## config.mk

```make
export PLATFORM = sky130hd
export DESIGN_NAME = csr_snap_table
export DESIGN_NICKNAME = d
export VERILOG_FILES = /design/src/trace_pkg.sv /design/src/csr_snap_table.sv
export VERILOG_INCLUDE_DIRS = /design/src
export SDC_FILE = /design/constraint.sdc
export NUM_CORES = 2
export LEC_CHECK = 0
export BUFFER_PORTS_ARGS = -buffer_cell sky130_fd_sc_hd__buf_2
export CAP_MARGIN = 20
export CELL_PAD_IN_SITES_DETAIL_PLACEMENT = 0
export CELL_PAD_IN_SITES_GLOBAL_PLACEMENT = 2
export CORE_MARGIN = 2
export CORE_UTILIZATION = 30
export CTS_BUF_LIST = sky130_fd_sc_hd__clkbuf_8
export CTS_CLUSTER_DIAMETER = 150
export DETAILED_ROUTE_END_ITERATION = 7
export PLACE_DENSITY_LB_ADDON = 0.1
export SETUP_SLACK_MARGIN = 0.2
export SYNTH_ARGS = -nofsm -noshare
export SYNTH_HDL_FRONTEND = slang
export SYNTH_SLANG_ARGS = --single-unit
```

## constraint.sdc

```tcl
create_clock -name clk -period 25.6 [get_ports clk]
set_input_delay 3.84 -clock clk [delete_from_list [all_inputs] [get_ports clk]]
set_output_delay 3.84 -clock clk [all_outputs]
set_load 0.01 [all_outputs]
```

## src/trace_consts.svh

```systemverilog
/*
 * Widths, table depths and CSR addresses of the commit trace monitor.
 * TRC_ROB_DEPTH must equal 2**TRC_OPID_W and TRC_TAG_NUM must equal 2**TRC_TAG_W.
 * Store sizes are kept in four bits, so TRC_STRB_W may not exceed 15.
 */
`ifndef TRC_CONSTS_SVH
`define TRC_CONSTS_SVH

`define TRC_XLEN        64
`define TRC_OPID_W      4
`define TRC_ROB_DEPTH   16
`define TRC_TAG_W       3
`define TRC_TAG_NUM     8
`define TRC_STRB_W      8
`define TRC_CSR_W       12
`define TRC_CNT_W       32

// supervisor aliases, reported at machine address
`define TRC_CSR_SSTATUS 12'h100
`define TRC_CSR_SIE     12'h104
`define TRC_CSR_SIP     12'h144
`define TRC_CSR_SUP_OFS 12'h200

// user counter aliases, cycle to instret
`define TRC_CSR_CYCLE   12'hc00
`define TRC_CSR_INSTRET 12'hc02
`define TRC_CSR_USR_OFS 12'h100

`endif

```

## src/trace_pkg.sv

```systemverilog
/*
 * Types of the commit trace: operation id, CSR snapshot and CSR aliases.
 * The snapshot only holds mstatus, mtvec, mepc and mcause.
 */
`include "trace_consts.svh"

package trace_pkg;

    typedef logic [`TRC_OPID_W-1:0] opid_t;    // rob operation id

    // state before the committed instruction
    typedef struct packed {
        logic [`TRC_XLEN-1:0] mstatus;
        logic [`TRC_XLEN-1:0] mtvec;
        logic [`TRC_XLEN-1:0] mepc;
        logic [`TRC_XLEN-1:0] mcause;
    } csr_snap_t;

    // addresses rewritten on the CSR write path
    typedef enum logic [`TRC_CSR_W-1:0] {
        CSR_SSTATUS = `TRC_CSR_SSTATUS,
        CSR_SIE     = `TRC_CSR_SIE,
        CSR_SIP     = `TRC_CSR_SIP,
        CSR_CYCLE   = `TRC_CSR_CYCLE,
        CSR_INSTRET = `TRC_CSR_INSTRET
    } csr_addr_e;

endpackage

```

## src/csr_snap_table.sv

```systemverilog
/*
 * CSR snapshots indexed by operation id, written at decode, read at commit.
 * A read returns a snapshot from the cycle after its write onward.
 * Writing and reading the same id in one cycle is not supported.
 */
`include "trace_consts.svh"

module csr_snap_table (
    input  logic                clk,
    input  logic                dec_valid,
    input  trace_pkg::opid_t    dec_opid,
    input  trace_pkg::csr_snap_t dec_snap,
    input  trace_pkg::opid_t    rd_opid,
    output trace_pkg::csr_snap_t rd_snap,
    input  logic                rd_en
);

    trace_pkg::csr_snap_t snap_mem [`TRC_ROB_DEPTH];

    always_ff @(posedge clk) begin
        if (dec_valid) begin
            snap_mem[dec_opid] <= dec_snap;    // state seen at decode
        end
    end

    assign rd_snap = snap_mem[rd_opid];    // combinational commit lookup

    // a commit may only read a snapshot stored in an earlier cycle
    a_no_rw_collision: assert property (
        @(posedge clk) rd_en && dec_valid |-> dec_opid != rd_opid
    ) else $error("snapshot of opid %0h written and read in one cycle", rd_opid);

endmodule

```

==> impl_metrics.ini <==
[status]
status = finished, final reports clean

[global_route]
grt_pass1_vias = 79400
grt.overflow.total = 0
grt_max_degree = 100
grtUsageTotal_pct = 17.2
antenna_found_initial = 156
grt_pass1_wl_um = 627000

[pwr]
leakagePower_uw = 0.0566
p_sw_uw = 3330
p_seq_share_pct = 54.3
p_per_area_nw_per_um2 = 78.2
comb_power_share_pct = 5.5
power_uw = 13900
p_int_uw = 10600
p_sw_share_pct = 23.9
power.clock.fraction_pct = 40.2
irDropWorstVdd_mv = 0.0477

[layout]
reg_top3 = snap_mem x4096
top_register = snap_mem
area_delta_synth_final_pct = 15.9
fin_nets = 7752
n_fill_cell = 47600
largest_reg_flops = 4096
drive_above_1_share_pct = 33.4

[clock_tree]
cts_hold_buf = 0
clk_path_buf_depth = 4
cts_buffers = 729
cts_resized = 0
cts_tree = yes
cts-root-buf = clkbuf_8
clk_pin_slew_ns = 0.06
cts.sinks = 4096
h-tree-depth = 6
post_cts_buffers = 0

[setup_path]
path_class = in -> out
crit_buf_inv = 7
required_ns = 21.76
cp_common_cell = buf_4
start_kind = primary input
max_stage_delay_ns = 0.75
crit_arrival_ns = 9.29
critPathCaptureType = output port
slowest_stage = buf_4
cpLargestDelayFamily = buffers and inverters
worstPathCellList = buf_12, buf_4, buf_4, buf_12, buf_4, buf_4, mux4_2, a22oi_1, nand2_1, buf_2
worst-path-max-fanout = 92

[flow_run]
drv_cap = 0

[routing]
met3_length_um = 30500
drc = 0
vias_per_cell = 4.92
drt_iter0_drc = 5373
via_count = 72800
finalWirelength_um = 454000
dr_wl_met2_um = 220000
wl_per_cell_um = 30.7
ant_nets = 0
drt_pre_antenna_iters = 6
maxUsedRoutingLayer = met5
drt-met1-wl_um = 193000

[place]
portBuffers = 521
place_congestion = 0.684
dpl.hpwl_um = 233000
pre_cts_ws_ns = 12.20

[floorplan]
start_util_pct = 30.1
io_pins = 523
die_h_um = 719
die_area_um2 = 517000
die_width_um = 719
fp.coreArea_um2 = 509000
rows = 262

[logic_synthesis]
synth_enable_flop_cells = 4096
yosys.area_share.simple_pct = 0.850
syn_area_um2 = 153000
synth_compound_area_share_pct = 2.64
synth_fa_ha_area_share_pct = 0
synth.top_cell.area_share_pct = 80.1
yosys-top-cells-count = edfxtp_1 (4096), mux4_2 (968), a22oi_1 (450), nand2_1 (202), clkbuf_1 (159)
synthMuxAreaShare_pct = 15.2
synthTopCellsByArea = edfxtp_1 (80%), mux4_2 (14%), a22oi_1 (2.2%)
avgSynthCellArea_um2 = 24.0
ys.flop_type = edfxtp_1
synth_top_area_cell = edfxtp_1
postSynth.asyncResetShare_pct = 0
synth_most_common_cell = edfxtp_1
synthCells = 6392
ys_ff_latch = 4096
synth_top_family_by_area = multiplexers
synthXorXnorAreaFrac_pct = 0
synth_cell_type_count = 25
synth_nets = 6659
yosysWarnings = 0
yosysSeqAreaShare_pct = 80.1

[timing]
period_share_pct = 51.3
worstMarginPinSlew_ns = 1.23
fin_crit_ns = 13.13
final-max-slew-violation-count = 0
holdWs_ns = 2.92
setup_violations = 0
fmax_mhz = 76.2
rsz0062_at_grt = no
finalHoldViolations = 0
setup_tns_ns = 0
slew_headroom_pct = 18.2
timing.final.ws_setup_ns = 12.47

[min_path]
min_path_type = in -> reg
worst paths after layout:
| kind | start | endpoint | slack [ns] | depth (start not counted) |
|---|---|---|---|---|
| max | rd_opid[0] | rd_snap[97] | 12.47 | 10 |
| min | dec_snap[54] | snap_mem[11][54] | 2.92 | 1 |
cells by family (layout without fill, tap and decap cells):
group                  count (synthesis)  after routing
AOI/OAI and AO/OA                    539            539
DFF                                 4096           4096
and+or+nand+nor                      295            295
buffers and inverters                353           1999
other                                  0             38
muxes                               1109           1109
power groups by stage:
| stage | sequential [uW] | combinational [uW] | clock, uW |
|---|---|---|---|
| final | 7550 | 771 | 5590 |
| after global routing | 7560 | 839 | 6120 |
| after CTS | 7550 | 802 | 5830 |
| after detailed placement | 7690 | 800 | 0 |
| after global placement | 7680 | 792 | 0 |
| after floorplan | 7720 | 412 | 0 |
layer usage:
layer | global-route usage [%] | vias up
li1 | - | 30000
met1 | 22.5 | 39800
met2 | 28.4 | 2090
met3 | 4.53 | 843
met4 | 4.25 | 78
met5 | 0 | -
area by class of cell:
cell class / instances / area (um2) / area share [%]
antenna: 38 / 95.1 / 0.0534
clock buffer: 730 / 10000 / 5.65
sequential: 4096 / 123000 / 69.1
timing repair buffer: 715 / 4380 / 2.46
tap: 6732 / 8420 / 4.73
clock inverter: 554 / 3110 / 1.75
multi-input combinational: 1943 / 28900 / 16.2
stage by stage:
stage                     util (%)  std cells  area [um2]
after CTS                     34.9      14800      178000
after floorplan                  -       6392      153000
after global routing          34.9      14800      178000
after global placement        32.3      13500      165000
final                         34.9      14800      178000
after detailed placement      32.3      13500      165000
cells in the final DEF (no fill, tap or decap), types with 6 or more instances in the layout:
master     count
edfxtp_1    4096
mux4_2       968
clkbuf_8     730
buf_2        517
a22oi_1      450
inv_1        227
nand2_1      202
clkinv_1     192
buf_4        173
mux2_2       106
clkinv_2      63
diode_2       38
mux2i_1       35
nor2b_1       33
o221ai_1      33
inv_12        28
o21ai_0       27
nand2b_1      26
a221oi_1      23
buf_12        23
nor2_4        14
clkinv_8      12
bufinv_16      9
o22a_1         6
No activity file was read; power rests on OpenSTA's default activity.
