===== config.mk =====
export PLATFORM = sky130hd
export DESIGN_NAME = perf_counters
export DESIGN_NICKNAME = d
export VERILOG_FILES = /design/src/perf_pkg.sv /design/src/perf_counters.sv
export VERILOG_INCLUDE_DIRS = /design/src
export SDC_FILE = /design/constraint.sdc
export NUM_CORES = 1
export LEC_CHECK = 0
export ABC_AREA = 1
export BUFFER_PORTS_ARGS = -buffer_cell sky130_fd_sc_hd__buf_4
export CORE_ASPECT_RATIO = 1.1
export CORE_MARGIN = 5
export CORE_UTILIZATION = 50
export CTS_BUF_LIST = sky130_fd_sc_hd__clkbuf_4 sky130_fd_sc_hd__clkbuf_8
export DETAILED_ROUTE_END_ITERATION = 6
export MAX_ROUTING_LAYER = met4
export PLACE_DENSITY = 0.73
export SLEW_MARGIN = 20
export SYNTH_ARGS = -nofsm -noshare
export SYNTH_HDL_FRONTEND = slang
export SYNTH_SLANG_ARGS = --single-unit

===== constraint.sdc =====
create_clock -name clk -period 2.2 [get_ports clk]
set_input_delay 0.11 -clock clk [delete_from_list [all_inputs] [get_ports clk]]
set_output_delay 0.11 -clock clk [all_outputs]
set_load 0.005 [all_outputs]

===== src/trace_consts.svh =====
/*
 * Widths, table depths and CSR addresses of the commit trace monitor.
 * TRC_ROB_DEPTH must equal 2**TRC_OPID_W and TRC_TAG_NUM must equal 2**TRC_TAG_W.
 * Store sizes are kept in four bits, so TRC_STRB_W may not exceed 15.
 */
`ifndef TRC_CONSTS_SVH
`define TRC_CONSTS_SVH

`define TRC_XLEN        64
`define TRC_OPID_W      4
`define TRC_ROB_DEPTH   16
`define TRC_TAG_W       3
`define TRC_TAG_NUM     8
`define TRC_STRB_W      8
`define TRC_CSR_W       12
`define TRC_CNT_W       32

// supervisor aliases, reported at machine address
`define TRC_CSR_SSTATUS 12'h100
`define TRC_CSR_SIE     12'h104
`define TRC_CSR_SIP     12'h144
`define TRC_CSR_SUP_OFS 12'h200

// user counter aliases, cycle to instret
`define TRC_CSR_CYCLE   12'hc00
`define TRC_CSR_INSTRET 12'hc02
`define TRC_CSR_USR_OFS 12'h100

`endif


===== src/perf_pkg.sv =====
/*
 * Event types seen by the performance counters and the store tracker.
 */
package perf_pkg;

    // kind of a back-end misprediction
    typedef enum logic [1:0] {
        MIS_BRANCH = 2'd0,
        MIS_JAL    = 2'd1,
        MIS_JALR   = 2'd2
    } mispred_e;

    // operation of a data cache response
    typedef enum logic {
        MEM_LOAD  = 1'b0,
        MEM_STORE = 1'b1
    } mem_op_e;

endpackage


===== src/perf_counters.sv =====
/*
 * Event counters, each one cycle behind its strobe, wrapping at TRC_CNT_W bits.
 * A front-end redirect is not counted in a cycle with a back-end misprediction.
 */
`include "trace_consts.svh"

module perf_counters (
    input  logic                  clk,
    input  logic                  rst,
    input  logic                  mis_valid,
    input  perf_pkg::mispred_e    mis_kind,
    input  logic                  fe_redir,
    input  logic                  resp_valid,
    input  perf_pkg::mem_op_e     resp_op,
    input  logic                  ic_miss,
    input  logic                  dc_miss,
    input  logic                  itlb_fill,
    input  logic                  dtlb_fill,
    output logic [`TRC_CNT_W-1:0] bmisp,
    output logic [`TRC_CNT_W-1:0] brmisp,
    output logic [`TRC_CNT_W-1:0] jmisp,
    output logic [`TRC_CNT_W-1:0] jrmisp,
    output logic [`TRC_CNT_W-1:0] fmisp,
    output logic [`TRC_CNT_W-1:0] loads,
    output logic [`TRC_CNT_W-1:0] stores,
    output logic [`TRC_CNT_W-1:0] icmiss,
    output logic [`TRC_CNT_W-1:0] dcmiss,
    output logic [`TRC_CNT_W-1:0] itmiss,
    output logic [`TRC_CNT_W-1:0] dtmiss
);

    logic [10:0]                   inc;
    logic [10:0][`TRC_CNT_W-1:0]   cnt;

    always_comb begin
        inc[0]  = mis_valid;
        inc[1]  = mis_valid && mis_kind == perf_pkg::MIS_BRANCH;
        inc[2]  = mis_valid && mis_kind == perf_pkg::MIS_JAL;
        inc[3]  = mis_valid && mis_kind == perf_pkg::MIS_JALR;
        inc[4]  = fe_redir && !mis_valid;    // back-end flush wins
        inc[5]  = resp_valid && resp_op == perf_pkg::MEM_LOAD;
        inc[6]  = resp_valid && resp_op == perf_pkg::MEM_STORE;
        inc[7]  = ic_miss;
        inc[8]  = dc_miss;
        inc[9]  = itlb_fill;
        inc[10] = dtlb_fill;
    end

    always_ff @(posedge clk) begin
        if (rst) begin
            cnt <= '0;
        end else begin
            for (int i = 0; i < 11; i++) begin
                if (inc[i]) cnt[i] <= cnt[i] + 1'b1;
            end
        end
    end

    assign {dtmiss, itmiss, dcmiss, icmiss, stores, loads} = cnt[10:5];
    assign {fmisp, jrmisp, jmisp, brmisp, bmisp} = cnt[4:0];

    // every back-end misprediction has exactly one known kind
    a_kind_sum: assert property (
        @(posedge clk) disable iff (rst) brmisp + jmisp + jrmisp == bmisp
    ) else $error("misprediction kinds do not add up to bmisp");

endmodule


==> results.md <==
* First-pass GRT wire length at 94.2 mm
* Final WL at 58.0 mm
* Residual DRC count at 0
* Outcome: complete, no violations
* TritonCTS sink count at 352
* Initial antenna violation count at 0
* EDFF count, synth at 0
* Count of warnings emitted by yosys at 0
* First-pass DRT Iterations at 6
* Worst reg-to-reg path cell count at 8
* Sequential share of the synthesized area at 37.8%
* GRT overflow at 0
* CTS root buf: clkbuf_8
* WS Path Type: register to register
* Max Clk Rate at 535 MHz
* Post-layout min period at 1.87 ns
* Longest Clk Path Bufs at 3
* Ant. Diodes at 0
* Synth cell types at 40
* Total Power at 0.0136 W
* Area Overhead vs Synth at 25.3%
* Post-DP HPWL at 43.4 mm
* Reg-to-reg setup timing slack at 0.33 ns
* Final GP Congestion at 0.952
* Post-synth ARST share at 0%
* # rows at 74
* Count of pins over their slew limit at 0
* Vias at 20.3k
* Syn Inst Count at 2955
* Cts bufs inserted at 66
* Vias in the first global route at 19.0k
* Critical Path Max Stage Delay at 0.41 ns
* Io pins at 364
* Worst-path cell chain: ha_1 > inv_1 > nor2_2 > nand2_1 > nor2_1 > nand3_1 > o21ai_0 > a21oi_1
* Critical Path AT at 2.35 ns
* Hold WC Path Type: input port to register
* Die ar. at 41300 um2
* Final TNS setup at 0 ns
* Top delay family on crit path: simple AND/OR/NAND/NOR gates
* Synthesized area at 18600 um2
* Initial core utilization at 50.3%
* Die X at 194 um
* Worst path slowest cell: dfxtp_1
* Period utilization at 85.0%
* DR WL/cell at 14.9 um
* Largest net degree at the start of global routing at 132
* Routed vias/inst at 5.21
* Die Y at 213 um
* Port bufs at 363
* Capturing element type of the critical path: register
* Worst-Skew Late Latency at 0.60 ns
* Startpoint Class: register
* Power Dens Cells at 580 nW/um2
* Clock skew at 0.0162 ns
* H-tree depth at 3
* RSZ-0062 raised after global routing: no
* Clk slew on worst S/H paths at 0.06 ns
* Hold Vio Cnt, Final at 0
* Req. time, crit path at 2.68 ns
* CP Max Fanout at 5
* Peak VDD IR at 0.568 mV
* 1st-iter DRT viols at 1326
* Worst slew pin tran at 0.760 ns
* Endpoints failing setup at 0
* Post-synthesis net count at 2978
* Hold Path Depth at 4
* Avg Cell Area, Syn at 6.31 um2
* Synth Flop Type: dfxtp_1
* FF-to-FF Start: bmisp[0]$_SDFFE_PP0P_
* Post-CTS Resized at 0
* CTS tree: built
* Static leakage at 9.56 nW
* Hold EP: stores[2]$_SDFFE_PP0P_
* Post-DRT Antenna Nets at 0
* WP buf/inv at 1
* Total core area at 37000 um2
* Total GRT Usage at 27.8%
* Max cap viols at 0
* Nets at 3378
* Slew headroom at 48.9%
* Share of cells above drive strength 1 at 15.9%
* Hold Path Origin: resp_op
* Synthesized flop and latch total at 352
* R2r endpoint: bmisp[12]$_SDFFE_PP0P_
per-stage QoR:
step,utilization [%],cells,hold slack (ns),instance area (um2),setup slack [ns]
after floorplan,-,2955,0.290,18600,0.650
after global placement,59.1,3770,0.374,21900,0.487
after detailed placement,59.1,3770,0.378,21900,0.463
after CTS,63.1,3894,0.0348,23400,0.370
after global routing,63.1,3894,0.111,23400,0.172
final,63.1,3894,0.0698,23400,0.331
worst max-delay path by stage:
stage	start	endpoint	slack (ns)	cells after the start
2_1_floorplan	bmisp[0]$_SDFFE_PP0P_	bmisp[12]$_SDFFE_PP0P_	0.65	8
3_3_place_gp	bmisp[0]$_SDFFE_PP0P_	bmisp[12]$_SDFFE_PP0P_	0.49	8
3_5_place_dp	stores[1]$_SDFFE_PP0P_	stores[26]$_SDFFE_PP0P_	0.46	8
4_1_cts	bmisp[0]$_SDFFE_PP0P_	bmisp[12]$_SDFFE_PP0P_	0.37	8
5_1_grt	stores[1]$_SDFFE_PP0P_	stores[28]$_SDFFE_PP0P_	0.17	10
6_report	bmisp[0]$_SDFFE_PP0P_	bmisp[12]$_SDFFE_PP0P_	0.33	8
state kept, by name, summed over array words and instances, names as in the netlist:
name and count:
dtmiss 32, bmisp 32, dcmiss 32, itmiss 32
icmiss 32, loads 32, jmisp 32, jrmisp 32
fmisp 32, brmisp 32, stores 32
cell families after synthesis:
group	synth area share, %
compound gates	8.86
xor+xnor	2.25
fa+ha+maj	0.738
buf+inv	8.98
flops	37.8
simple gates	41.4
worst register-to-register path, delay by kind of cell (launching register included):
family,cells,cell delay [ns]
simple gates,4,0.75
flops,1,0.41
compound gates,2,0.27
fa+ha+maj,1,0.26
buf+inv,1,0.07
layout by cell type, fill, tap and decap left out, types with 4 or more instances in the layout:
cell and n:
nor2_4 7, and3_1 7, buf_4 365, nor2_2 25, nand2_1 673, inv_2 6, nand3b_1 5, xnor2_1 14
nor2_1 633, inv_1 384, nand3_1 234, nand3_2 4, xor2_1 34, o21bai_1 7, a21oi_1 149, dfxtp_1 352
nor3b_1 10, nand4_1 84, a31oi_1 13, clkinv_2 9, o21a_1 19, ha_1 11, clkbuf_8 85, nor3_1 89
o21ai_0 120, dlygate4sd3_1 11, clkbuf_4 17
report_power, final:
| group | internal (W) | total (W) | switching, W |
|---|---|---|---|
| clock | 0.00385 | 0.00667 | 0.00281 |
| sequential | 0.00641 | 0.00645 | 0.0000400 |
| combinational | 0.000155 | 0.000443 | 0.000288 |
| total | 0.0104 | 0.0136 | 0.00314 |
metal layers:
| metal | GRT usage (%) | wire length, um | vias to the layer above |
|---|---|---|---|
| li1 | - | - | 10200 |
| met1 | 34.0 | 24400 | 9248 |
| met2 | 45.1 | 26800 | 702 |
| met3 | 6.31 | 4890 | 119 |
| met4 | 10.6 | 1910 | 0 |
| met5 | - | 0 | - |
cells in the mapped netlist (all sizes together) (10+ instances only):
cell | instances | area (um2)
ha | 11 | 138
xnor2 | 14 | 123
inv | 392 | 1470
nand4 | 85 | 538
a31oi | 13 | 81.3
a21oi | 149 | 746
clkbuf | 37 | 139
nand2 | 678 | 2570
nor2 | 668 | 2670
xor2 | 34 | 298
nand3 | 241 | 1260
nor3 | 93 | 492
nor3b | 10 | 75.1
o21a | 19 | 143
o21ai | 123 | 616
dfxtp | 352 | 7050
buf | 10 | 56.3
repair_timing:
item / 4_1_cts / 5_1_grt
setup endpoints to repair: 0 / 0
hold buffers: 11 / 0
hold endpoints to repair: 82 / 0
setup buffers: 0 / 0
layout make-up:
| class | count | area (um2) |
|---|---|---|
| fill | 3487 | 13700 |
| clock buffer | 102 | 1300 |
| clock inverter | 11 | 85.1 |
| tap | 494 | 618 |
| multi-input combinational | 2163 | 9920 |
| timing repair buffer | 379 | 2910 |
| sequential | 352 | 7050 |
| inverter | 393 | 1480 |
No activity file was read; power rests on OpenSTA's default activity.
