$ cat src/trace_consts.svh
/*
 * Widths, table depths and CSR addresses of the commit trace monitor.
 * TRC_ROB_DEPTH must equal 2**TRC_OPID_W and TRC_TAG_NUM must equal 2**TRC_TAG_W.
 * Store sizes are kept in four bits, so TRC_STRB_W may not exceed 15.
 */
`ifndef TRC_CONSTS_SVH
`define TRC_CONSTS_SVH

`define TRC_XLEN        64
`define TRC_OPID_W      4
`define TRC_ROB_DEPTH   16
`define TRC_TAG_W       3
`define TRC_TAG_NUM     8
`define TRC_STRB_W      8
`define TRC_CSR_W       12
`define TRC_CNT_W       32

// supervisor aliases, reported at machine address
`define TRC_CSR_SSTATUS 12'h100
`define TRC_CSR_SIE     12'h104
`define TRC_CSR_SIP     12'h144
`define TRC_CSR_SUP_OFS 12'h200

// user counter aliases, cycle to instret
`define TRC_CSR_CYCLE   12'hc00
`define TRC_CSR_INSTRET 12'hc02
`define TRC_CSR_USR_OFS 12'h100

`endif

$ cat src/trace_pkg.sv
/*
 * Types of the commit trace: operation id, CSR snapshot and CSR aliases.
 * The snapshot only holds mstatus, mtvec, mepc and mcause.
 */
`include "trace_consts.svh"

package trace_pkg;

    typedef logic [`TRC_OPID_W-1:0] opid_t;    // rob operation id

    // state before the committed instruction
    typedef struct packed {
        logic [`TRC_XLEN-1:0] mstatus;
        logic [`TRC_XLEN-1:0] mtvec;
        logic [`TRC_XLEN-1:0] mepc;
        logic [`TRC_XLEN-1:0] mcause;
    } csr_snap_t;

    // addresses rewritten on the CSR write path
    typedef enum logic [`TRC_CSR_W-1:0] {
        CSR_SSTATUS = `TRC_CSR_SSTATUS,
        CSR_SIE     = `TRC_CSR_SIE,
        CSR_SIP     = `TRC_CSR_SIP,
        CSR_CYCLE   = `TRC_CSR_CYCLE,
        CSR_INSTRET = `TRC_CSR_INSTRET
    } csr_addr_e;

endpackage

$ cat src/mem_evt_if.sv
/*
 * One store memory change event, valid for a single cycle, no back-pressure.
 */
`include "trace_consts.svh"

interface mem_evt_if;

    logic                 valid;
    logic [3:0]           size;    // bytes written
    logic [`TRC_XLEN-1:0] addr;
    logic [`TRC_XLEN-1:0] data;    // aligned to lowest strobe byte

    modport store_tracker (output valid, size, addr, data);
    modport commit_trace (input valid, size, addr, data);

endinterface

$ cat src/commit_trace.sv
/*
 * Registered commit trace, one lane, every output one cycle after its strobe.
 * CSR writes to supervisor and user counter aliases show machine addresses.
 * Payload outputs hold their last value while the matching strobe is low.
 */
`include "trace_consts.svh"

module commit_trace (
    input  logic                  clk,
    input  logic                  rst,
    input  logic                  cmt_valid,
    input  trace_pkg::opid_t      cmt_opid,
    input  logic [`TRC_XLEN-1:0]  cmt_pc,
    input  logic [31:0]           cmt_ir,
    output trace_pkg::opid_t      snap_opid,
    input  trace_pkg::csr_snap_t  snap,
    input  logic                  csr_we,
    input  logic [`TRC_CSR_W-1:0] csr_addr,
    input  logic [`TRC_XLEN-1:0]  csr_wdata,
    mem_evt_if.commit_trace       evt,
    output logic                  trc_valid,
    output logic [`TRC_XLEN-1:0]  trc_pc,
    output logic [31:0]           trc_ir,
    output trace_pkg::csr_snap_t  trc_csr,
    output logic                  del_csrw,
    output logic [`TRC_CSR_W-1:0] del_csra,
    output logic [`TRC_XLEN-1:0]  del_csrv,
    output logic [3:0]            del_memw,
    output logic [`TRC_XLEN-1:0]  del_mema,
    output logic [`TRC_XLEN-1:0]  del_memv
);

    logic [`TRC_CSR_W-1:0] csr_norm;

    assign snap_opid = cmt_opid;    // lookup in the snapshot table

    always_comb begin
        csr_norm = csr_addr;
        if (csr_addr == trace_pkg::CSR_SSTATUS || csr_addr == trace_pkg::CSR_SIE ||
            csr_addr == trace_pkg::CSR_SIP) begin
            csr_norm = csr_addr + `TRC_CSR_SUP_OFS;    // sstatus, sie, sip
        end else if (csr_addr >= trace_pkg::CSR_CYCLE && csr_addr <= trace_pkg::CSR_INSTRET) begin
            csr_norm = csr_addr - `TRC_CSR_USR_OFS;    // cycle, time, instret
        end
    end

    always_ff @(posedge clk) begin
        if (rst) begin
            trc_valid <= 1'b0;
            del_csrw  <= 1'b0;
            del_memw  <= '0;
        end else begin
            trc_valid <= cmt_valid;
            del_csrw  <= csr_we;
            del_memw  <= evt.valid ? evt.size : 4'd0;
        end
    end

    always_ff @(posedge clk) begin
        if (cmt_valid) begin
            trc_pc  <= cmt_pc;
            trc_ir  <= cmt_ir;
            trc_csr <= snap;    // state before this instruction
        end
        if (csr_we) begin
            del_csra <= csr_norm;
            del_csrv <= csr_wdata;
        end
        if (evt.valid) begin
            del_mema <= evt.addr;
            del_memv <= evt.data;
        end
    end

endmodule

$ cat src/flat_wrapper.sv
// flat-port wrapper written by rule: the top's interface ports become plain ports
module commit_trace_flat 
  (clk, rst, cmt_valid, cmt_opid, cmt_pc, cmt_ir, snap_opid, snap, csr_we, csr_addr, csr_wdata, trc_valid, trc_pc, trc_ir, trc_csr, del_csrw, del_csra, del_csrv, del_memw, del_mema, del_memv, evt_valid, evt_size, evt_addr, evt_data);
  mem_evt_if evt_i ();
  input  logic clk;
  input  logic rst;
  input  logic cmt_valid;
  input  trace_pkg::opid_t cmt_opid;
  input  logic [`TRC_XLEN-1:0] cmt_pc;
  input  logic [31:0] cmt_ir;
  output trace_pkg::opid_t snap_opid;
  input  trace_pkg::csr_snap_t snap;
  input  logic csr_we;
  input  logic [`TRC_CSR_W-1:0] csr_addr;
  input  logic [`TRC_XLEN-1:0] csr_wdata;
  output logic trc_valid;
  output logic [`TRC_XLEN-1:0] trc_pc;
  output logic [31:0] trc_ir;
  output trace_pkg::csr_snap_t trc_csr;
  output logic del_csrw;
  output logic [`TRC_CSR_W-1:0] del_csra;
  output logic [`TRC_XLEN-1:0] del_csrv;
  output logic [3:0] del_memw;
  output logic [`TRC_XLEN-1:0] del_mema;
  output logic [`TRC_XLEN-1:0] del_memv;
  input wire logic [$bits(evt_i.valid)-1:0] evt_valid;
  input wire logic [$bits(evt_i.size)-1:0] evt_size;
  input wire logic [$bits(evt_i.addr)-1:0] evt_addr;
  input wire logic [$bits(evt_i.data)-1:0] evt_data;
  assign evt_i.valid = evt_valid;
  assign evt_i.size = evt_size;
  assign evt_i.addr = evt_addr;
  assign evt_i.data = evt_data;
  commit_trace u_core (.clk(clk), .rst(rst), .cmt_valid(cmt_valid), .cmt_opid(cmt_opid), .cmt_pc(cmt_pc), .cmt_ir(cmt_ir), .snap_opid(snap_opid), .snap(snap), .csr_we(csr_we), .csr_addr(csr_addr), .csr_wdata(csr_wdata), .evt(evt_i), .trc_valid(trc_valid), .trc_pc(trc_pc), .trc_ir(trc_ir), .trc_csr(trc_csr), .del_csrw(del_csrw), .del_csra(del_csra), .del_csrv(del_csrv), .del_memw(del_memw), .del_mema(del_mema), .del_memv(del_memv));
endmodule
$ cat config.mk
export PLATFORM = sky130hd
export DESIGN_NAME = commit_trace_flat
export DESIGN_NICKNAME = d
export VERILOG_FILES = /design/src/trace_pkg.sv /design/src/mem_evt_if.sv /design/src/commit_trace.sv /design/src/flat_wrapper.sv
export VERILOG_INCLUDE_DIRS = /design/src
export SDC_FILE = /design/constraint.sdc
export NUM_CORES = 1
export LEC_CHECK = 0
export BUFFER_PORTS_ARGS = -buffer_cell sky130_fd_sc_hd__buf_2
export CELL_PAD_IN_SITES_DETAIL_PLACEMENT = 0
export CELL_PAD_IN_SITES_GLOBAL_PLACEMENT = 2
export CORE_AREA = 2 2 437 439
export DETAILED_ROUTE_END_ITERATION = 6
export DIE_AREA = 0 0 439 441
export PLACE_DENSITY = 0.37
export SETUP_SLACK_MARGIN = 0.1
export SLEW_MARGIN = 15
export SYNTH_ARGS = -nofsm -noshare
export SYNTH_HDL_FRONTEND = slang
export SYNTH_SLANG_ARGS = --single-unit
$ cat constraint.sdc
create_clock -name clk -period 1.9 [get_ports clk]
set_clock_uncertainty 0.05 [all_clocks]
set_input_delay 0.38 -clock clk [delete_from_list [all_inputs] [get_ports clk]]
set_output_delay 0.38 -clock clk [all_outputs]
set_load 0.02 [all_outputs]
==> impl_metrics.env <==
export IMPL_use_met2=0.187
export IMPL_met3_usage=0.0397
export IMPL_die_area_um2=194000
export IMPL_fin_area_um2=35100
export IMPL_synth_cell_types=25
export IMPL_synth_cells=613
export IMPL_finalSetupViolCount=1
export IMPL_synth_common_cells="556 x edfxtp_1, 7 x ha_1, 6 x dfxtp_1, 6 x nand2_1, 5 x inv_1"
export IMPL_yosysTopAreaCellShare=0.972
export IMPL_grt_pass1_vias=14900
export IMPL_placed_area_um2=26400
export IMPL_ys_seq_area_frac=0.979
export IMPL_relSlewSlack=0.680
export IMPL_tritoncts="done"
export IMPL_h_tree_depth=3
export IMPL_cp_slowest_cell="edfxtp_1"
export IMPL_worstPathBufferInverterCount=1
export IMPL_setup_ws_ns=-0.00244
export IMPL_grt_busiest_layer="met2"
export IMPL_max_freq_mhz=526
export IMPL_drt_iter0_drc=607
export IMPL_vias=14000
export IMPL_period_minus_slack_ns=1.90
export IMPL_yosys_area_top_type="edfxtp_1"
export IMPL_nFillCells=20700
export IMPL_path_cells="buf_6"
export IMPL_synth_most_common_cell="edfxtp_1"
export IMPL_clockBufferDepth=3
export IMPL_gp_congestion=0.908
export IMPL_slew_viol_final=0
export IMPL_grt_pass1_wl_um=139000
export IMPL_synth_area_leaders="edfxtp_1 97%, dfxtp_1 0.70%, ha_1 0.51%"
export IMPL_max_cap_violations=0
export IMPL_cp_data_required_time_ns=1.47
export IMPL_async_flop_share=0
export IMPL_use_met1=0.122
export IMPL_crit_family="flip-flops"
export IMPL_grt_max_degree=78
export IMPL_vdd_ir_drop_max_mv=0.579
export IMPL_die_y_um=441
export IMPL_track_usage=0.107
export IMPL_route_detailed_drc=0
export IMPL_drive_gt1_frac=0.518
export IMPL_cp_depth=1
export IMPL_postSynthAreaPerCell_um2=28.0
export IMPL_path_max_fanout=1
export IMPL_via_per_inst=2.81
export IMPL_status="finished, violations left"
export IMPL_cts_sinks=562
export IMPL_hold_violations=0
export IMPL_nets=2990
export IMPL_netlist_area_um2=17200
export IMPL_critical_path_max_stage_delay_ns=0.56
export IMPL_floorplan_initialDensity=0.0908
export IMPL_synth_edf_count=556
export IMPL_fin_crit_sh=1.00
export IMPL_tightestPinTransition_ns=0.480
export IMPL_core_um2=189000
export IMPL_cts_buffers=75
export IMPL_ys_warn_count=0
export IMPL_cts_root_buf="clkbuf_16"
export IMPL_worstSetupEndpointType="output port"
export IMPL_arrival_ns=1.47
export IMPL_crit_path_start="u_core.trc_csr[209]$_DFFE_PP_"
export IMPL_io_buffers=1126
export IMPL_io_pins=1135
export IMPL_crit_end="trc_csr[209]"
export IMPL_clkTransAtPathRegs_ns=0.06
export IMPL_fin_hold_ws_ns=0.116
export IMPL_grt_overflow_total=0
export IMPL_wl_per_cell_um=21.9
export IMPL_p_total_mw=34.1
export IMPL_preCtsSetupSlack_ns=-0.202
export IMPL_ys_ff_latch=562
export IMPL_cp_start_kind="flop"
export IMPL_die_x_um=439
export IMPL_leakagePower_nw=14.1
export IMPL_area_growth_pct=104
export IMPL_hpwl_um=91900
export IMPL_syn_num_nets=1189
export IMPL_power_density_nw_per_um2=971
export IMPL_rows=160
export IMPL_synth_ff_type="edfxtp_1"
export IMPL_critPathKind="flop to output port"
export IMPL_ant_nets=0
export IMPL_first_pass_iters=5
export IMPL_wl_um=109000
export IMPL_hp_class="primary input to flop"
export IMPL_rsz0062_at_grt="true"
export IMPL_grt_antenna_before_repair=71
export IMPL_violations="setup timing"
placed cells by master, fill, tap and decap left out, types with 2 or more instances in the layout:
cell / count
inv_6: 7
edfxtp_1: 556
and2_1: 4
nand4_1: 2
clkinvlp_4: 7
inv_1: 4
inv_8: 2
dlygate4sd3_1: 563
nand2_1: 6
buf_6: 96
clkinv_2: 11
nor2b_1: 4
bufinv_16: 4
a21oi_1: 2
diode_2: 7
dfxtp_1: 6
buf_2: 1010
clkbuf_16: 78
buf_4: 44
ha_1: 5
clkinv_1: 15
nor2_1: 3
clkbuf_1: 10
buf_12: 12
routing by layer:
metal	share of wire	routed length, um	up-vias
met1	0.38	41900	6978
li1	-	-	6116
met3	0.082	9020	221
met5	0.0010	114	-
met4	0.028	3090	18
met2	0.51	55300	674
where the power goes:
part / switching [mW] / internal (mW) / total (mW)
clock: 5.93 / 8.08 / 14.0
combinational: 2.84 / 2.09 / 4.93
sequential: 0.407 / 14.7 / 15.1
total: 9.18 / 24.9 / 34.1
state kept, by name (all words and copies together), names as in the netlist, 4 cells and up:
register         cells
u_core.del_csra     12
u_core.del_csrv     64
u_core.del_mema     64
u_core.del_memv     64
u_core.del_memw      4
u_core.trc_csr     256
u_core.trc_ir       32
u_core.trc_pc       64
area by class of cell:
| cell class | count | area (um2) | share of cell area |
|---|---|---|---|
| clock inverter | 47 | 397 | 0.0113 |
| multi-input combinational | 42 | 354 | 0.0101 |
| timing repair buffer | 1728 | 12400 | 0.352 |
| sequential | 562 | 16800 | 0.479 |
| antenna | 7 | 17.5 | 0.000499 |
| clock buffer | 88 | 1990 | 0.0567 |
| inverter | 5 | 22.5 | 0.000641 |
| tap | 2511 | 3140 | 0.0895 |
logic make-up after synthesis:
group / count (synthesis) / synth area share
buf+inv: 9 / 0.00284
xor+xnor: 1 / 0.000510
compound gates: 9 / 0.00371
fa+ha+maj: 7 / 0.00510
simple gates: 25 / 0.00910
flops: 562 / 0.979
how the worst min path moves through the flow:
stage	startpoint	endpoint	slack [ns]	cells past startpoint
final	csr_addr[8]	u_core.del_csra[8]$_DFFE_PP_	0.12	3
after global routing	csr_addr[8]	u_core.del_csra[8]$_DFFE_PP_	0.05	3
after CTS	csr_addr[8]	u_core.del_csra[8]$_DFFE_PP_	0.01	3
after detailed placement	snap[67]	u_core.trc_csr[67]$_DFFE_PP_	0.51	1
after global placement	snap[67]	u_core.trc_csr[67]$_DFFE_PP_	0.51	1
after floorplan	rst	u_core.del_csrw$_SDFF_PP0_	0.40	1
metrics by stage:
step | util | TNS [ns] | std cells
3_3_place_gp | 0.140 | -0.423 | 4283
4_1_cts | 0.185 | -0.781 | 4981
6_report | 0.186 | -0.00244 | 4990
2_1_floorplan | - | 0 | 613
5_1_grt | 0.186 | -0.452 | 4986
3_5_place_dp | 0.140 | -0.328 | 4283
what timing repair did:
action / CTS / global route
pin swaps: 0 / 4
resized for setup: 201 / 8
hold buffers: 563 / 1
setup endpoints to repair: 109 / 63
hold endpoints to repair: 561 / 1
buffers inserted: 0 / 1
No activity file was read; power rests on OpenSTA's default activity.
