File: src/trace_consts.svh
/*
 * Widths, table depths and CSR addresses of the commit trace monitor.
 * TRC_ROB_DEPTH must equal 2**TRC_OPID_W and TRC_TAG_NUM must equal 2**TRC_TAG_W.
 * Store sizes are kept in four bits, so TRC_STRB_W may not exceed 15.
 */
`ifndef TRC_CONSTS_SVH
`define TRC_CONSTS_SVH

`define TRC_XLEN        64
`define TRC_OPID_W      4
`define TRC_ROB_DEPTH   16
`define TRC_TAG_W       3
`define TRC_TAG_NUM     8
`define TRC_STRB_W      8
`define TRC_CSR_W       12
`define TRC_CNT_W       32

// supervisor aliases, reported at machine address
`define TRC_CSR_SSTATUS 12'h100
`define TRC_CSR_SIE     12'h104
`define TRC_CSR_SIP     12'h144
`define TRC_CSR_SUP_OFS 12'h200

// user counter aliases, cycle to instret
`define TRC_CSR_CYCLE   12'hc00
`define TRC_CSR_INSTRET 12'hc02
`define TRC_CSR_USR_OFS 12'h100

`endif

File: src/perf_pkg.sv
/*
 * Event types seen by the performance counters and the store tracker.
 */
package perf_pkg;

    // kind of a back-end misprediction
    typedef enum logic [1:0] {
        MIS_BRANCH = 2'd0,
        MIS_JAL    = 2'd1,
        MIS_JALR   = 2'd2
    } mispred_e;

    // operation of a data cache response
    typedef enum logic {
        MEM_LOAD  = 1'b0,
        MEM_STORE = 1'b1
    } mem_op_e;

endpackage

File: src/mem_evt_if.sv
/*
 * One store memory change event, valid for a single cycle, no back-pressure.
 */
`include "trace_consts.svh"

interface mem_evt_if;

    logic                 valid;
    logic [3:0]           size;    // bytes written
    logic [`TRC_XLEN-1:0] addr;
    logic [`TRC_XLEN-1:0] data;    // aligned to lowest strobe byte

    modport store_tracker (output valid, size, addr, data);
    modport commit_trace (input valid, size, addr, data);

endinterface

File: src/store_tracker.sv
/*
 * Keeps address, aligned data and byte count per data cache request tag.
 * A response must come at least one cycle after the request of its tag.
 * Only a store response without a miss raises a memory change event.
 */
`include "trace_consts.svh"

module store_tracker (
    input  logic                  clk,
    input  logic                  rst,
    input  logic                  rqst_valid,
    input  logic [`TRC_TAG_W-1:0] rqst_tag,
    input  logic [`TRC_XLEN-1:0]  rqst_addr,
    input  logic [`TRC_XLEN-1:0]  rqst_wdata,
    input  logic [`TRC_STRB_W-1:0] rqst_strb,
    input  logic                  resp_valid,
    input  logic [`TRC_TAG_W-1:0] resp_tag,
    input  perf_pkg::mem_op_e     resp_op,
    input  logic                  resp_miss,
    mem_evt_if.store_tracker      evt
);

    localparam int OFS_W = $clog2(`TRC_STRB_W);

    logic [`TRC_XLEN-1:0] st_addr [`TRC_TAG_NUM];
    logic [`TRC_XLEN-1:0] st_data [`TRC_TAG_NUM];
    logic [3:0]           st_size [`TRC_TAG_NUM];
    logic [`TRC_TAG_NUM-1:0] st_vld;
    logic [OFS_W-1:0]     strb_ofs;

    // index of the lowest set strobe bit
    always_comb begin
        strb_ofs = '0;
        for (int i = `TRC_STRB_W - 1; i >= 0; i--) begin
            if (rqst_strb[i]) strb_ofs = OFS_W'(i);
        end
    end

    always_ff @(posedge clk) begin
        if (rqst_valid) begin
            st_addr[rqst_tag] <= rqst_addr;
            st_data[rqst_tag] <= rqst_wdata >> {strb_ofs, 3'b000};    // shift out low bytes
            st_size[rqst_tag] <= 4'($countones(rqst_strb));
        end
    end

    always_ff @(posedge clk) begin
        if (rst) begin
            st_vld <= '0;
        end else begin
            if (resp_valid && !resp_miss) st_vld[resp_tag] <= 1'b0;    // missed ones get replayed
            if (rqst_valid) st_vld[rqst_tag] <= 1'b1;
        end
    end

    assign evt.valid = resp_valid && resp_op == perf_pkg::MEM_STORE && !resp_miss;
    assign evt.size  = st_size[resp_tag];
    assign evt.addr  = st_addr[resp_tag];
    assign evt.data  = st_data[resp_tag];

    a_resp_has_rqst: assert property (
        @(posedge clk) disable iff (rst) resp_valid |-> st_vld[resp_tag]
    ) else $error("response on tag %0d without an open request", resp_tag);

endmodule

File: src/flat_wrapper.sv
// flat-port wrapper written by rule: the top's interface ports become plain ports
module store_tracker_flat 
  (clk, rst, rqst_valid, rqst_tag, rqst_addr, rqst_wdata, rqst_strb, resp_valid, resp_tag, resp_op, resp_miss, evt_valid, evt_size, evt_addr, evt_data);
  mem_evt_if evt_i ();
  input  logic clk;
  input  logic rst;
  input  logic rqst_valid;
  input  logic [`TRC_TAG_W-1:0] rqst_tag;
  input  logic [`TRC_XLEN-1:0] rqst_addr;
  input  logic [`TRC_XLEN-1:0] rqst_wdata;
  input  logic [`TRC_STRB_W-1:0] rqst_strb;
  input  logic resp_valid;
  input  logic [`TRC_TAG_W-1:0] resp_tag;
  input  perf_pkg::mem_op_e resp_op;
  input  logic resp_miss;
  output wire logic [$bits(evt_i.valid)-1:0] evt_valid;
  output wire logic [$bits(evt_i.size)-1:0] evt_size;
  output wire logic [$bits(evt_i.addr)-1:0] evt_addr;
  output wire logic [$bits(evt_i.data)-1:0] evt_data;
  assign evt_valid = evt_i.valid;
  assign evt_size = evt_i.size;
  assign evt_addr = evt_i.addr;
  assign evt_data = evt_i.data;
  store_tracker u_core (.clk(clk), .rst(rst), .rqst_valid(rqst_valid), .rqst_tag(rqst_tag), .rqst_addr(rqst_addr), .rqst_wdata(rqst_wdata), .rqst_strb(rqst_strb), .resp_valid(resp_valid), .resp_tag(resp_tag), .resp_op(resp_op), .resp_miss(resp_miss), .evt(evt_i));
endmodule
File: config.mk
export PLATFORM = sky130hd
export DESIGN_NAME = store_tracker_flat
export DESIGN_NICKNAME = d
export VERILOG_FILES = /design/src/perf_pkg.sv /design/src/mem_evt_if.sv /design/src/store_tracker.sv /design/src/flat_wrapper.sv
export VERILOG_INCLUDE_DIRS = /design/src
export SDC_FILE = /design/constraint.sdc
export NUM_CORES = 1
export LEC_CHECK = 0
export BUFFER_PORTS_ARGS = -buffer_cell sky130_fd_sc_hd__buf_2
export CAP_MARGIN = 5
export CORE_UTILIZATION = 35
export DETAILED_ROUTE_END_ITERATION = 10
export PLACE_DENSITY = 0.61
export SLEW_MARGIN = 15
export SYNTH_ARGS = -nofsm -noshare
export SYNTH_HDL_FRONTEND = slang
export SYNTH_SLANG_ARGS = --single-unit
File: constraint.sdc
create_clock -name clk -period 11.99 [get_ports clk]
set_clock_uncertainty 0.1 [all_clocks]
set_input_delay 2.398 -clock clk [delete_from_list [all_inputs] [get_ports clk]]
set_output_delay 2.398 -clock clk [all_outputs]
set_load 0.02 [all_outputs]
==> results of run 1 <==
-- cell usage in the layout, fill, tap and decap left out, types with 5 or more instances in the layout --
| cell | count |
|---|---|
| inv_1 | 9 |
| buf_2 | 276 |
| clkbuf_1 | 10 |
| ha_1 | 8 |
| nor3_1 | 6 |
| clkinv_1 | 30 |
| mux2_2 | 148 |
| clkbuf_16 | 108 |
| buf_4 | 33 |
| nand2_1 | 29 |
| edfxtp_1 | 1056 |
| clkinv_2 | 20 |
| o21ai_0 | 16 |
| a211o_1 | 5 |
| nor2_1 | 22 |
| and2_1 | 12 |
| a2bb2oi_1 | 10 |
| nor2_4 | 6 |
| mux4_2 | 264 |
| diode_2 | 10 |
| bufinv_16 | 13 |
| o22ai_1 | 12 |
| a21oi_1 | 24 |
| mux2i_1 | 44 |
| a21o_1 | 7 |
| clkinvlp_4 | 9 |
| nand3_1 | 14 |
-- registers in the layout, indices dropped and copies added, names as in the netlist --
name	count
u_core.st_addr	512
u_core.st_data	512
u_core.st_size	32
-- per-stage QoR --
| step | area (µm²) | setup slack [ps] | total power, µW | hold slack [ps] |
|---|---|---|---|---|
| 5_1_grt | 48800 | 4380 | 8560 | 1820 |
| 6_report | 48800 | 4640 | 8290 | 1860 |
| 4_1_cts | 48800 | 4540 | 8390 | 1780 |
| 3_5_place_dp | 45300 | 4540 | 5050 | 2570 |
| 3_3_place_gp | 45300 | 4580 | 5020 | 2550 |
| 2_1_floorplan | 41900 | 3160 | 4780 | 2400 |
-- report_power, final --
part / internal [µW] / switching, µW / leakage (µW) / total [µW]
clock network: 1940 / 1400 / 0.00172 / 3330
registers: 4250 / 27.6 / 0.00941 / 4280
logic: 261 / 422 / 0.00443 / 682
total: 6440 / 1840 / 0.0156 / 8290
-- worst max-delay path by stage --
stage | startpoint | end | slack (ps) | depth (start not counted)
4_1_cts | resp_tag[0] | evt_size[3] | 4540 | 5
3_3_place_gp | resp_tag[0] | evt_size[3] | 4580 | 5
5_1_grt | resp_tag[0] | evt_addr[2] | 4380 | 5
3_5_place_dp | resp_tag[0] | evt_size[3] | 4540 | 5
6_report | resp_tag[0] | evt_addr[59] | 4640 | 5
2_1_floorplan | rqst_tag[1] | u_core.st_addr[5][0]$_DFFE_PP_ | 3160 | 2
-- metal layers --
metal | up-vias | GRT usage | wire length, µm
met5 | - | 0 | 166
met4 | 24 | 0.0466 | 2470
met3 | 176 | 0.0373 | 6200
met2 | 617 | 0.285 | 50200
met1 | 10700 | 0.207 | 40700
li1 | 8605 | - | -
-- kinds of logic after synthesis --
| family | Yosys count | synth area share |
|---|---|---|
| simple gates | 107 | 0.0121 |
| compound gates | 119 | 0.0221 |
| flops | 1056 | 0.757 |
| mux | 456 | 0.192 |
| buf+inv | 111 | 0.0126 |
| fa+ha+maj | 12 | 0.00430 |
-- cell type report --
class                      instances  area [µm²]
clock buffer                     118        2740
sequential                      1056       31700
clock inverter                    81         807
fill                           10300       69600
timing repair buffer             317        1760
inverter                          10        37.5
multi-input combinational        694        9760
tap                             1600        2000
antenna                           10        25.0
==> impl_metrics.tcl, run 1 <==
set metrics [dict create \
    outcome "finished, final reports clean" \
    firstDrtPassIters 5 \
    die_h_um 348 \
    cts_num_sinks 1056 \
    start_kind "input pin" \
    slew_violations 0 \
    place.gp.congestion 0.883 \
    rsz0062_at_grt "false" \
    ctsRootBufferMaster "clkbuf_16" \
    hpwl_mm 57.2 \
    layout-drive-gt1-share 0.402 \
    overflow 0 \
    finalSetupViolCount 0 \
    chipWidth_um 348 \
    grt_start_max_net_pins 145 \
    core_mm2 0.118 \
    routedWlPerCell_um 25.7 \
    fmax_ghz 0.136 \
    clk_pin_slew_ps 60 \
    path_max_fanout 48 \
    cap_viol_max_count 0 \
    path_delay_family "buffers and inverters" \
    cts_setup_buffers 0 \
    ir_drop_mv 0.124 \
    cp_cell_sequence "buf_8, buf_4, mux4_2, mux2_2, buf_2" \
    synth_fp_nets 2021 \
    clockBufferDepth 3 \
    crit_type "in2out" \
    hp-class "in2reg" \
    via_per_inst 5.17 \
    worstPathRequired_ps 9490 \
    ys_top_cells_by_area "edfxtp_1, mux4_2, mux2_2" \
    yosys.cell_count.top_type "edfxtp_1" \
    synth_top_area_frac 0.757 \
    slowest_delay_ps 830 \
    crit_arrival_ps 4850 \
    die_area_mm2 0.121 \
    grt_pass1_vias 21400 \
    min_period_ps 7350 \
    cts_buffers 108 \
    synth_seq_area_share 0.757 \
    grt_pass1_wl_mm 145 \
    portBuffers 279 \
    p_leak_uw 0.0156 \
    dp_cells 3676 \
    crit_buf_inv 3 \
    async_flop_share 0 \
    io_pins 281 \
    holdPathStages 1 \
    hold_viol 0 \
    drc_errors 0 \
    endpoint_kind "output pin" \
    rows 126 \
    yosys.area.top_type "edfxtp_1" \
    synth.avg_cell_area_um2 22.5 \
    post-route-period-util 0.613 \
    synth.distinct_cells 57 \
    nets 2347 \
    syn-cell-area_mm2 0.0419 \
    tns_ps 0 \
    yosysWarnings 0 \
    yosys_most_used_dff "edfxtp_1" \
    slew_headroom 0.227 \
    ys_ff_latch 1056 \
    holdPathEnd "u_core.st_addr[6][2]$_DFFE_PP_" \
    ctsHoldBuffers 0 \
    num_vias 20100 \
    htree_levels 3 \
    drt_wl_total_mm 99.7 \
    timing_worst_slew_pin_value_ps 1160 \
    synth_commonest_cells "edfxtp_1, mux4_2, mux2_2" \
    cts_tree "built" \
    stdcell_count 3886 \
    drt_iter0_drc 1612 \
    min-delay-start "rqst_addr[2]" \
    area_delta_synth_final_pct 16.6 \
    cp_slowest_cell "buf_4" \
    postSynthCellCount 1861 \
    cts_resized 0 \
    synth_edf_count 1056 \
    antenna_found_initial 28 \
    start_util 0.354 \
    grt.total_usage 0.165 \
    powerDensity_mw_per_mm2 170 \
    antenna_left 0 \
    final_util 0.413 \
]
Power figures use the tool's default switching activity.
==> run 2, diff against run 1 <==
clock period = 6.3 ns   (was 11.99 ns; I/O delays follow)
==> run 2 against run 1 <==
Compared with the run above: routed wire length is 0.49% higher; critical path depth stayed put; final cell count hardly changed; design area is 0.35% higher; total power is 89% higher; clock-buffer cell count is 22 higher; global-route usage hardly changed; largest power group unchanged; first-iteration DRC count is 1.3% higher.
==> impl_metrics.tcl, run 2 (synthesis gave the netlist of run 1 again) <==
set metrics [dict create \
    outcome "finished, final reports clean" \
    reg_top3 "u_core.st_addr (512), u_core.st_data (512), u_core.st_size (32)" \
    cts_setup_buffers 0 \
    p_switching_uw 3520 \
    worstPathRequired_ps 4940 \
    crit_arrival_ps 3340 \
    clk_pin_slew_ps 60 \
    startpoint "resp_tag[0]" \
    drt_iter0_drc 1633 \
    cts_tree "built" \
    timing_worst_slew_pin_value_ps 1140 \
    fmax_ghz 0.213 \
    start_util 0.354 \
    io_pins 281 \
    start_kind "input pin" \
    ctsHoldBuffers 0 \
    endpoint_kind "output pin" \
    drc_errors 0 \
    place_area_mm2 0.0455 \
    drt_wl_total_mm 100 \
    rows 126 \
    finalSetupViolCount 0 \
    num_vias 20100 \
    htree_levels 3 \
    hp-class "in2reg" \
    place.gp.congestion 0.898 \
    min_period_ps 4700 \
    die_area_mm2 0.121 \
    p_seq_frac 0.519 \
    final_common_cell "edfxtp_1" \
    grt_pass1_wl_mm 145 \
    powerDensity_mw_per_mm2 320 \
    cap_viol_max_count 0 \
    grt_pass1_vias 21500 \
    power_frac_comb 0.084 \
    fin_worst_hold_slack_ps 722 \
    chipWidth_um 348 \
    nets 2353 \
    slew_headroom 0.235 \
    rsz0062_at_grt "false" \
    cts_buffers 109 \
    hold_viol 0 \
    grt.total_usage 0.165 \
    layout-drive-gt1-share 0.398 \
    finalInstanceArea_mm2 0.0490 \
    routedWlPerCell_um 25.8 \
    cts_resized 0 \
    cts_num_sinks 1056 \
    die_h_um 348 \
    p_clk_frac 0.397 \
    hpwl_mm 57.6 \
    portBuffers 279 \
    grt_start_max_net_pins 79 \
    min-delay-start "rqst_addr[49]" \
    slew_violations 0 \
    clockBufferDepth 3 \
    ir_drop_mv 0.253 \
    p_leak_uw 0.0156 \
    ctsRootBufferMaster "clkbuf_16" \
    overflow 0 \
    antenna_left 0 \
    area_delta_synth_final_pct 17.0 \
    swShare 0.224 \
    seq_area_mm2 0.0317 \
    post-route-period-util 0.746 \
    nFillCells 10300 \
    path_max_fanout 42 \
    antenna_found_initial 24 \
    intPower_uw 12200 \
    via_per_inst 5.17 \
    firstDrtPassIters 7 \
    crit_type "in2out" \
    final_cell_mix "edfxtp_1, buf_2, mux4_2, mux2_2, clkbuf_16" \
    core_mm2 0.118 \
    multiInputGateArea_mm2 0.00977 \
]
## run 2: changes by cell type in the layout (fill, tap and decap cells not counted), moves of 2 or more
| cell | before | now |
|---|---|---|
| clkbuf_1 | 10 | 31 |
| buf_12 | 4 | 21 |
| buf_4 | 33 | 22 |
| clkinv_2 | 20 | 10 |
| clkinv_1 | 30 | 22 |
| clkinvlp_4 | 9 | 3 |
| bufinv_16 | 13 | 9 |
| inv_6 | 2 | 4 |
## run 2: worst paths after layout
kind                                         endpoint  slack [ps]  cells past startpoint
worst max-delay path                     evt_addr[19]        1600                      5
worst min-delay path  u_core.st_addr[7][49]$_DFFE_PP_         720                      1
## run 2: cell type report
type / instances / share of cell area
Clock buffer: 140 / 0.0580
Timing Repair Buffer: 322 / 0.0410
Tap cell: 1600 / 0.0408
Sequential cell: 1056 / 0.647
Clock inverter: 56 / 0.0127
Inverter: 10 / 0.000766
Multi-Input combinational cell: 694 / 0.199
Antenna cell: 10 / 0.000511
## run 2: stage by stage
stage / utilization / total power (µW) / setup WS (ps) / cells / setup TNS, ps
after global routing: 0.414 / 16200 / 1430 / 3886 / 0
after floorplan: - / 9100 / -1390 / 1861 / -662560
final: 0.414 / 15700 / 1600 / 3888 / 0
after global placement: 0.384 / 9570 / 1590 / 3682 / 0
after CTS: 0.414 / 15900 / 1540 / 3878 / 0
after detailed placement: 0.384 / 9630 / 1550 / 3682 / 0
## run 2: critical path, stage by stage
cell and delay, ps:
buf_8 420, buf_4 520, mux4_2 570, mux2_2 310, buf_2 170
## run 2: power by group through the flow
stage | Sequential (µW) | Clock [µW] | Combinational (µW)
after detailed placement | 8290 | 0 | 1340
final | 8140 | 6230 | 1320
after global placement | 8260 | 0 | 1310
after global routing | 8150 | 6640 | 1420
after CTS | 8140 | 6380 | 1350
after floorplan | 8280 | 0 | 819
## run 2: layer usage
metal  wire (µm)  part of all wire  GRT usage
met1       40000              0.40      0.206
met2       50300              0.50      0.280
met3        6270             0.063     0.0376
met4        3480             0.035     0.0619
met5         127            0.0013          0
